`src/logic/tag_rx_pkg.sv`:
```
package tag_rx_pkg;

  // Sample and phase widths.
  localparam int data_width  = 16;
  localparam int phase_width = 12;
  localparam int ph_inc      = 256;   // Quarter turn every 4 samples.
  localparam int scale_shift = 4;

  // Sync pattern.
  localparam int full_scale = 16384;
  localparam int nsyncp     = 16;
  localparam int nsyncn     = 16;

  // Preamble detection.
  localparam int dec_rate       = 8;
  localparam int nrx_trig       = 4;
  localparam int nrx_trig_delay = (nrx_trig - 1) * dec_rate;
  localparam int nsync_total    = nsyncp + nsyncn + nrx_trig_delay;
  localparam int noise_pow      = 200;

  // Symbol framing.
  localparam int symb_len = 8;
  localparam int nsymb    = 4;

  // Derived counter widths.
  localparam int nsync_width = $clog2(nsync_total);
  localparam int win_width   = $clog2(dec_rate);
  localparam int acc_width   = data_width + win_width + 2;
  localparam int run_width   = $clog2(nrx_trig + 1);
  localparam int samp_width  = $clog2(symb_len);
  localparam int symb_width  = $clog2(nsymb + 1);

  // Signed sample limits for saturation.
  localparam int sample_max = 2 ** (data_width - 1) - 1;
  localparam int sample_min = -(2 ** (data_width - 1));

  typedef struct packed {
    logic signed [data_width-1:0] i;
    logic signed [data_width-1:0] q;
  } iq_t;

  // One window result from the preamble detector.
  typedef struct packed {
    logic                  tvalid;
    logic                  stb;
    logic [data_width-1:0] pow_mag;
  } peak_t;

  typedef enum logic [1:0] {
    init     = 2'b00,
    loc_sync = 2'b01,
    loc_rx   = 2'b11
  } rx_state_e;

endpackage

```
`src/logic/iq_scaler.sv`:
```
`timescale 1ns/10ps

module iq_scaler (
  input  logic                              clk,
  input  logic                              rst,
  input  tag_rx_pkg::iq_t                   rx_in,
  input  logic [tag_rx_pkg::data_width-1:0] scale,
  output tag_rx_pkg::iq_t                   scaled
);

  import tag_rx_pkg::*;

  iq_t scaled_next;

  // Scale is unsigned, so it gets a zero sign bit before the multiply.
  function automatic logic signed [data_width-1:0] scale_one(
    input logic signed [data_width-1:0] x,
    input logic        [data_width-1:0] s
  );
    logic signed [2*data_width:0] prod;
    prod = (x * $signed({1'b0, s})) >>> scale_shift;
    if (prod > sample_max) begin
      return data_width'(sample_max);
    end
    if (prod < sample_min) begin
      return data_width'(sample_min);
    end
    return prod[data_width-1:0];
  endfunction

  always_comb begin
    scaled_next.i = scale_one(rx_in.i, scale);
    scaled_next.q = scale_one(rx_in.q, scale);
  end

  always_ff @(posedge clk) begin
    if (rst) begin
      scaled <= '0;           // Keeps the first detector window clean.
    end else begin
      scaled <= scaled_next;
    end
  end

  // The controller replaces a zero scale value with one.
  scale_nonzero_a : assert property (
    @(posedge clk) disable iff (rst)
    scale != '0
  );

endmodule

```
`src/logic/preamble_detect.sv`:
```
`timescale 1ns/10ps

module preamble_detect (
  input  logic              clk,
  input  logic              rst,
  input  tag_rx_pkg::iq_t   scaled,
  output tag_rx_pkg::peak_t peak
);

  import tag_rx_pkg::*;

  logic [win_width-1:0]  win_cnt;
  logic [acc_width-1:0]  acc;
  logic [acc_width-1:0]  window_sum;
  logic [acc_width-1:0]  mean_full;
  logic [data_width-1:0] mean;
  logic [data_width+1:0] mag;
  logic [run_width-1:0]  run_cnt;
  logic [run_width-1:0]  run_next;
  logic                  above;
  logic                  last_sample;
  logic                  tvalid;
  logic                  stb;
  logic [data_width-1:0] pow_mag;

  function automatic logic [data_width:0] abs_val(
    input logic signed [data_width-1:0] x
  );
    logic signed [data_width:0] ext;
    ext = x;
    return (ext < 0) ? -ext : ext;
  endfunction

  assign last_sample = (win_cnt == win_width'(dec_rate - 1));

  always_comb begin
    mag        = abs_val(scaled.i) + abs_val(scaled.q);
    window_sum = acc + acc_width'(mag);
    mean_full  = window_sum >> win_width;   // Divide by dec_rate.
    if (|mean_full[acc_width-1:data_width]) begin
      mean = '1;
    end else begin
      mean = mean_full[data_width-1:0];
    end
    above = (mean > noise_pow);
    if (!above) begin
      run_next = '0;
    end else if (run_cnt == run_width'(nrx_trig)) begin
      run_next = run_cnt;                   // Hold at the trigger count.
    end else begin
      run_next = run_cnt + 1'b1;
    end
  end

  always_ff @(posedge clk) begin
    if (rst) begin
      win_cnt <= '0;
      acc     <= '0;
      run_cnt <= '0;
      tvalid  <= 1'b0;
      stb     <= 1'b0;
    end else begin
      tvalid <= 1'b0;
      stb    <= 1'b0;
      if (last_sample) begin
        win_cnt <= '0;
        acc     <= '0;
        run_cnt <= run_next;
        tvalid  <= 1'b1;
        stb     <= (run_next >= run_width'(nrx_trig));
      end else begin
        win_cnt <= win_cnt + 1'b1;
        acc     <= window_sum;
      end
    end
  end

  // Window mean is held until the next window closes.
  always_ff @(posedge clk) begin
    if (last_sample) begin
      pow_mag <= mean;
    end
  end

  always_comb begin
    peak.tvalid  = tvalid;
    peak.stb     = stb;
    peak.pow_mag = pow_mag;
  end

  tvalid_single_a : assert property (
    @(posedge clk) disable iff (rst)
    peak.tvalid |=> !peak.tvalid [*(dec_rate - 1)] ##1 peak.tvalid
  );

endmodule

```
`src/logic/tag_demod.sv`:
```
`timescale 1ns/10ps

module tag_demod (
  input  logic                               clk,
  input  logic                               rst,
  input  logic                               srst,
  input  tag_rx_pkg::iq_t                    scaled,
  output tag_rx_pkg::iq_t                    bb,
  output logic                               sync_ready,
  output logic [tag_rx_pkg::phase_width-1:0] ph,
  output logic [tag_rx_pkg::symb_width-1:0]  symb_n
);

  import tag_rx_pkg::*;

  logic [phase_width-1:0] phase;
  logic [1:0]             quad;
  logic [samp_width-1:0]  samp_cnt;
  logic [symb_width-1:0]  symb_cnt;

  // Negating the most negative sample would wrap.
  function automatic logic signed [data_width-1:0] neg_sat(
    input logic signed [data_width-1:0] x
  );
    if (x == data_width'(sample_min)) begin
      return data_width'(sample_max);
    end
    return -x;
  endfunction

  always_ff @(posedge clk) begin
    if (rst || srst) begin
      phase <= '0;
    end else begin
      phase <= phase + phase_width'(ph_inc);
    end
  end

  assign quad = phase[phase_width-1 -: 2];   // Current quadrant.

  always_comb begin
    case (quad)
      2'd0: begin
        bb.i = scaled.i;
        bb.q = scaled.q;
      end
      2'd1: begin
        bb.i = scaled.q;
        bb.q = neg_sat(scaled.i);
      end
      2'd2: begin
        bb.i = neg_sat(scaled.i);
        bb.q = neg_sat(scaled.q);
      end
      default: begin
        bb.i = neg_sat(scaled.q);
        bb.q = scaled.i;
      end
    endcase
  end

  // Counts one frame of symbols and then flags the controller.
  always_ff @(posedge clk) begin
    if (rst || srst) begin
      samp_cnt   <= '0;
      symb_cnt   <= '0;
      sync_ready <= 1'b0;
    end else if (!sync_ready) begin
      samp_cnt <= samp_cnt + 1'b1;
      if (samp_cnt == samp_width'(symb_len - 1)) begin
        symb_cnt <= symb_cnt + 1'b1;
        if (symb_cnt == symb_width'(nsymb - 1)) begin
          sync_ready <= 1'b1;
        end
      end
    end
  end

  assign ph     = phase;
  assign symb_n = symb_cnt;

  srst_clears_ready_a : assert property (
    @(posedge clk) disable iff (rst)
    srst |=> !sync_ready [*(nsymb * symb_len)]
  );

endmodule

```
`src/logic/tag_rx_ctrl.sv`:
```
`timescale 1ns/10ps

module tag_rx_ctrl (
  input  logic                               clk,
  input  logic                               rst,
  input  logic                               run_rx,
  input  tag_rx_pkg::peak_t                  peak,
  input  tag_rx_pkg::iq_t                    bb,
  input  logic                               sync_ready,
  input  logic [tag_rx_pkg::data_width-1:0]  scale_val,
  output logic [tag_rx_pkg::data_width-1:0]  scale,
  output logic                               rx_trig,
  output logic                               rx_valid,
  output logic                               rx_out_mux,
  output tag_rx_pkg::iq_t                    rx_out,
  output tag_rx_pkg::rx_state_e              rx_state,
  output logic [tag_rx_pkg::nsync_width-1:0] nsync_count
);

  import tag_rx_pkg::*;

  rx_state_e              state;
  logic [nsync_width-1:0] ncount;
  logic                   sync_pos;
  iq_t                    sel_out;

  always_ff @(posedge clk) begin
    if (rst || !run_rx) begin
      state    <= init;
      ncount   <= '0;
      rx_trig  <= 1'b0;
      rx_valid <= 1'b0;
      scale    <= data_width'(1);
    end else begin
      case (state)
        init: begin
          scale <= (scale_val == '0) ? data_width'(1) : scale_val;
          if (peak.tvalid) begin
            if (peak.stb) begin
              state    <= loc_sync;
              ncount   <= '0;
              rx_valid <= 1'b1;
            end else begin
              rx_valid <= 1'b0;      // Drop valid on a quiet window.
            end
          end
        end
        loc_sync: begin
          if (ncount < nsync_width'(nsync_total - 1)) begin
            ncount  <= ncount + 1'b1;
            rx_trig <= 1'b1;         // Demodulator held in reset.
          end else begin
            rx_trig <= 1'b0;
            state   <= loc_rx;
          end
        end
        loc_rx: begin
          if (sync_ready && peak.tvalid) begin
            state <= init;
          end
        end
        default: begin
          state <= init;
        end
      endcase
    end
  end

  // The sync pattern is positive first and negative after.
  assign sync_pos = (ncount < nsync_width'(nsyncp));

  always_comb begin
    if (state == loc_sync) begin
      sel_out.i = sync_pos ? data_width'(full_scale) : data_width'(-full_scale);
      sel_out.q = '0;
    end else begin
      sel_out = bb;
    end
  end

  always_ff @(posedge clk) begin
    rx_out <= sel_out;
  end

  // Flags the sync pattern in step with rx_out.
  always_ff @(posedge clk) begin
    if (rst) begin
      rx_out_mux <= 1'b0;
    end else begin
      rx_out_mux <= (state == loc_sync);
    end
  end

  assign rx_state    = state;
  assign nsync_count = ncount;

  trig_in_sync_a : assert property (
    @(posedge clk) disable iff (rst)
    rx_trig |-> (state == loc_sync) || (state == loc_rx && $past(state) == loc_sync)
  );

endmodule

```
`src/logic/tag_rx_top.sv`:
```
`timescale 1ns/10ps

module tag_rx_top (
  input  logic                               clk,
  input  logic                               rst,
  input  logic                               run_rx,
  input  tag_rx_pkg::iq_t                    rx_in,
  input  logic [tag_rx_pkg::data_width-1:0]  scale_val,
  output tag_rx_pkg::iq_t                    rx_out,
  output logic                               rx_valid,
  output logic                               rx_trig,
  output logic                               rx_out_mux,
  output logic                               peak_detect_stb,
  output logic [tag_rx_pkg::data_width-1:0]  pow_mag,
  output tag_rx_pkg::rx_state_e              rx_state,
  output logic [tag_rx_pkg::nsync_width-1:0] nsync_count,
  output logic [tag_rx_pkg::phase_width-1:0] ph,
  output logic [tag_rx_pkg::symb_width-1:0]  symb_n
);

  import tag_rx_pkg::*;

  iq_t                   scaled;
  iq_t                   bb;
  peak_t                 peak;
  logic [data_width-1:0] scale;
  logic                  sync_ready;

  iq_scaler scaler_i (
    .clk, .rst, .rx_in, .scale, .scaled
  );

  preamble_detect detect_i (
    .clk, .rst, .scaled, .peak
  );

  tag_demod demod_i (
    .clk, .rst, .srst(rx_trig), .scaled, .bb, .sync_ready, .ph, .symb_n
  );

  tag_rx_ctrl ctrl_i (
    .clk, .rst, .run_rx, .peak, .bb, .sync_ready, .scale_val, .scale,
    .rx_trig, .rx_valid, .rx_out_mux, .rx_out, .rx_state, .nsync_count
  );

  assign peak_detect_stb = peak.stb;
  assign pow_mag         = peak.pow_mag;

endmodule

```
`config.mk`:
```
export PLATFORM = sky130hd
export DESIGN_NAME = tag_rx_top
export DESIGN_NICKNAME = d
export VERILOG_FILES = /design/src/logic/tag_rx_pkg.sv /design/src/logic/iq_scaler.sv /design/src/logic/preamble_detect.sv /design/src/logic/tag_demod.sv /design/src/logic/tag_rx_ctrl.sv /design/src/logic/tag_rx_top.sv
export SDC_FILE = /design/constraint.sdc
export NUM_CORES = 2
export LEC_CHECK = 0
export ABC_AREA = 1
export BUFFER_PORTS_ARGS = -buffer_cell sky130_fd_sc_hd__buf_2
export CAP_MARGIN = 25
export CORE_MARGIN = 2
export CORE_UTILIZATION = 35
export DETAILED_ROUTE_END_ITERATION = 12
export GPL_ROUTABILITY_DRIVEN = 0
export GPL_TIMING_DRIVEN = 1
export PLACE_DENSITY = 0.6
export SLEW_MARGIN = 10
export SYNTH_ARGS = -nofsm -noshare
export SYNTH_HDL_FRONTEND = slang
export SYNTH_SLANG_ARGS = --single-unit
```
`constraint.sdc`:
```
create_clock -name clk -period 5.89 [get_ports clk]
set_input_delay 0.2945 -clock clk [delete_from_list [all_inputs] [get_ports clk]]
set_output_delay 0.2945 -clock clk [all_outputs]
set_load 0.005 [all_outputs]
```
==> Flow_metrics.wiki <==
{| class="wikitable"
! Metric !! Value
|-
| Result of the run || finished with violations
|-
| Failing checks || setup timing
|-
| Worst r2r path cells || 29
|-
| Hold Violations, Final || 0
|-
| Post-layout worst setup margin || -0.0926 ns
|-
| Dpl cell area || 31300 um2
|-
| Worst path slowest cell || fa_1
|-
| Setup WS pre-CTS || -0.392 ns
|-
| Final standard cell count with taps included and fillers excluded || 5361
|-
| Cell occurring most often along the worst timing path || fa_1
|-
| Deepest level of the CTS H-tree || 4
|-
| Deepest clock path buffer count || 2
|-
| Clock tree from TritonCTS || done
|-
| Share of the clock period used by the worst path after layout || 102%
|-
| Unrepaired setup endpoints after global routing || yes
|-
| Total power consumption of the routed design || 12.6 mW
|-
| Maxcap violations || 0
|-
| Ratio of total power to cell area || 368 nW/um2
|-
| Signed area change from the synthesized netlist to the final layout || 22.4%
|-
| Total number of clock tree sinks || 147
|-
| Post-route design area || roughly 34000 um2
|-
| Antenna Nets Post-Route || 0
|-
| Via Count || roughly 25000
|-
| Die ar. || 82300 um2
|-
| Placed cells || around 5300
|-
| NumNets Final || 5022
|-
| Register bit total from synthesis || 147
|-
| Die Ht || between 200 and 300 um
|-
| Hold/Removal Path Class || in2reg
|-
| Reg-to-reg startpoint || ctrl_i.scale[8]$_SDFFE_PP0P_
|-
| Clk slew on worst S/H paths || 0.09 ns
|-
| Top achievable clock speed || 167 MHz
|-
| Leak pwr || 19.6 nW
|-
| Clock root buffer master || clkbuf_16
|-
| Pin count of the biggest net entering global routing || 31
|-
| Delay-heaviest family, CP || adder cells
|-
| Port-buffer cells || around 120
|-
| Antenna violations before repair || 0
|-
| Clock network latency to the later pin of the worst-skew pair || between 0.4 and 0.5 ns
|-
| Number of buffers inserted by hold repair at cts || 0
|-
| Detailed placement HPWL || 66.9 mm
|-
| Final slew viol count || 0
|-
| Worst path bufs/invs || 8
|-
| Endpoints failing setup || 31
|-
| Most frequently used flop master after synthesis || dfxtp_1
|-
| Share of cells above drive strength 1 || around 20%
|-
| Sequential fraction of the synthesis area || approximately 11%
|-
| CORE AREA || 79100 um2
|-
| Number of flops mapped to enable cells by yosys || 16
|-
| Cts bufs inserted || 17
|-
| FFs w/ async S/R, synth || 0%
|-
| Via count of the first global-routing pass || 24484
|-
| Number of vias per cell || 4.70
|-
| Number of remaining DRC errors || 0
|-
| FF-to-FF End || scaler_i.scaled[31]$_SDFF_PP0_
|-
| Hold EP || ctrl_i.scale[15]$_SDFFE_PP0P_
|-
| Site row count || 103
|-
| Final Critical Period || around 6 ns
|-
| Reg2reg setup slack || -0.09 ns
|-
| Clock skew || 0.0241 ns
|-
| CP max stage delay || 0.55 ns
|-
| Routed wire per std cell || 15.4 um
|-
| Number of design-rule violations left by the first detailed-router iteration || 1820
|-
| WL final || 82.5 mm
|-
| Max-slew headroom || 35.1%
|-
| Width of the chip || 287 um
|-
| Top Ports || 126
|-
| Mean area per synthesized cell || 6.96 um2
|-
| Data arrival time of the critical path || roughly 6.3 ns
|-
| Type of origin of the critical path || register
|-
| Grt total ovfl || 0
|-
| Overall routing resource usage || 19.8%
|-
| Hold slack final || ~0.084 ns
|-
| Worst EP required || 6.22 ns
|-
| Mapped Cells || 4019
|-
| Initial core utilization || 35.4%
|-
| Worst hold path stage count || 3
|-
| Yosys warning count || 0
|-
| Hold path start || scale_val[15]
|-
| Class of the most critical setup path || reg2reg
|-
| Unique masters post-synth || 51
|-
| Element type at the critical path end || register
|-
| First-pass DRT Iterations || 6
|-
| Cell area after technology mapping || about 28000 um2
|-
| Maximum fanout encountered on the critical timing path || 7
|-
| Worst-case vdd ir drop || around 320 uV
|-
| First-pass GRT wire length || 130 mm
|-
| Transition time at the pin with the least slew margin || approximately 0.97 ns
|}
[what timing repair did]
action	CTS	global route
resized for setup	254	240
setup buffers	25	15
cloned	7	6
pin swaps	150	130
setup endpoints to repair	32	32
[sequential cells by signal, summed over array words and instances (netlist names), 2 cells and up]
signal and cells:
ctrl_i.rx_out 32, scaler_i.scaled 32, detect_i.acc 21, ctrl_i.scale 16, detect_i.pow_mag 16, ctrl_i.nsync_count 6
demod_i.ph 4, demod_i.samp_cnt 3, demod_i.symb_n 3, detect_i.run_cnt 3, detect_i.win_cnt 3, ctrl_i.rx_state 2
[worst min-delay path, delay by kind of cell]
| family | cells | cell delay [ns] |
|---|---|---|
| and+or+nand+nor | 2 | 0.12 |
| buffers and inverters | 1 | 0.09 |
[through the flow]
step | util (%) | TNS, ns
2_1_floorplan | - | 0
3_3_place_gp | 39.5 | -9.08
3_5_place_dp | 39.5 | -11.59
4_1_cts | 42.1 | -0.179
5_1_grt | 43.3 | -7.86
6_report | 43.3 | -1.05
[layout make-up]
cell class / instances / area (um2)
fillers: 8126 / 44900
multi-input cells: 2620 / 21700
inverters: 1106 / 4150
repair buffers: 404 / 3370
flip-flops and latches: 147 / 3140
well taps: 1050 / 1310
clock buffers: 19 / 453
clock inverters: 13 / 136
diodes: 2 / 5.00
[layout by cell type, fill, tap and decap left out, drive strengths merged, types with 5 or more instances in the layout]
master	Yosys	layout
nand3b	12	12
nor2	244	244
nand2	1201	1204
o21bai	5	5
ha	269	269
nor3	18	18
fa	406	406
o21ai	76	76
dfxtp	131	131
inv	1101	1110
o2111ai	9	9
a31oi	11	11
a221oi	7	7
clkbuf	131	22
nand3	102	102
xor2	50	50
conb	2	10
nor4	9	9
and2	7	7
xnor2	18	18
buf	26	401
clkinv	5	8
edfxtp	16	16
nand4	31	31
a21oi	103	103
a211oi	7	7
[how the worst max path moves through the flow]
stage                                        from                             end  slack [ns]  cells after the start
floorplan            ctrl_i.scale[6]$_SDFFE_PP0P_  scaler_i.scaled[14]$_SDFF_PP0_       0.003                     31
global route        ctrl_i.scale[11]$_SDFFE_PP0P_  scaler_i.scaled[31]$_SDFF_PP0_       -0.31                     30
detailed placement   ctrl_i.scale[5]$_SDFFE_PP0P_  scaler_i.scaled[18]$_SDFF_PP0_       -0.39                     30
finish               ctrl_i.scale[8]$_SDFFE_PP0P_  scaler_i.scaled[31]$_SDFF_PP0_       -0.09                     29
global placement                         rx_in[6]  scaler_i.scaled[11]$_SDFF_PP0_       -0.31                     30
CTS                  ctrl_i.scale[6]$_SDFFE_PP0P_  scaler_i.scaled[31]$_SDFF_PP0_       -0.03                     32
[synth_stat cells, types with 2 or more instances]
cell,instances,share of area (%)
o21a_1,2,0.054
nor3_1,17,0.30
o211a_1,2,0.072
buf_4,9,0.24
inv_1,1100,15
nand2_4,4,0.16
o21ai_0,73,1.3
and2_1,7,0.16
a21oi_2,10,0.31
clkinv_1,5,0.067
nor2_1,236,3.2
a21o_1,2,0.054
buf_2,3,0.054
nand3b_1,12,0.32
o211ai_1,3,0.080
o21bai_1,5,0.13
xor2_1,50,1.6
a22oi_1,2,0.054
clkbuf_1,131,1.8
buf_1,10,0.13
nand4_1,30,0.67
o22ai_1,3,0.067
o21ai_1,3,0.054
buf_6,3,0.12
nand3_1,99,1.8
xnor2_1,18,0.56
edfxtp_1,16,1.7
a211oi_1,7,0.19
nor2_2,7,0.16
nor4_1,9,0.20
dfxtp_1,131,9.4
fa_1,406,29
conb_1,2,0.027
a31oi_1,11,0.25
a21oi_1,93,1.7
o2111ai_1,9,0.28
ha_1,269,12
a221oi_1,7,0.22
nand2_1,1171,16
nand3_2,3,0.11
nand2_2,26,0.58
o221ai_1,4,0.13
[per-layer routing]
| layer | vias up | global-route usage, % | part of all wire, % |
|---|---|---|---|
| li1 | 12230 | - | - |
| met1 | 12159 | 28.2 | 46 |
| met2 | 721 | 32.6 | 46 |
| met3 | 81 | 2.29 | 6.3 |
| met4 | 0 | 3.67 | 1.7 |
| met5 | - | 0 | 0 |
[report_power, final]
part	total [mW]	leakage, nW	switching [mW]	internal [mW]
Combinational	9.93	18.1	5.89	4.04
Clock	1.16	0.295	0.541	0.622
Sequential	1.53	1.24	0.190	1.34
Total	12.6	19.6	6.62	6.00
[logic make-up after synthesis]
group | Yosys count | synth area share (%)
mux | 1 | 0.0358
other cells | 2 | 0.0268
flops | 147 | 11.1
fa+ha+maj | 675 | 41.1
buf+inv | 1263 | 17.2
compound gates | 238 | 4.97
simple gates | 1625 | 23.5
xor+xnor | 68 | 2.13
Note: power is estimated with default switching activity, not from simulation.
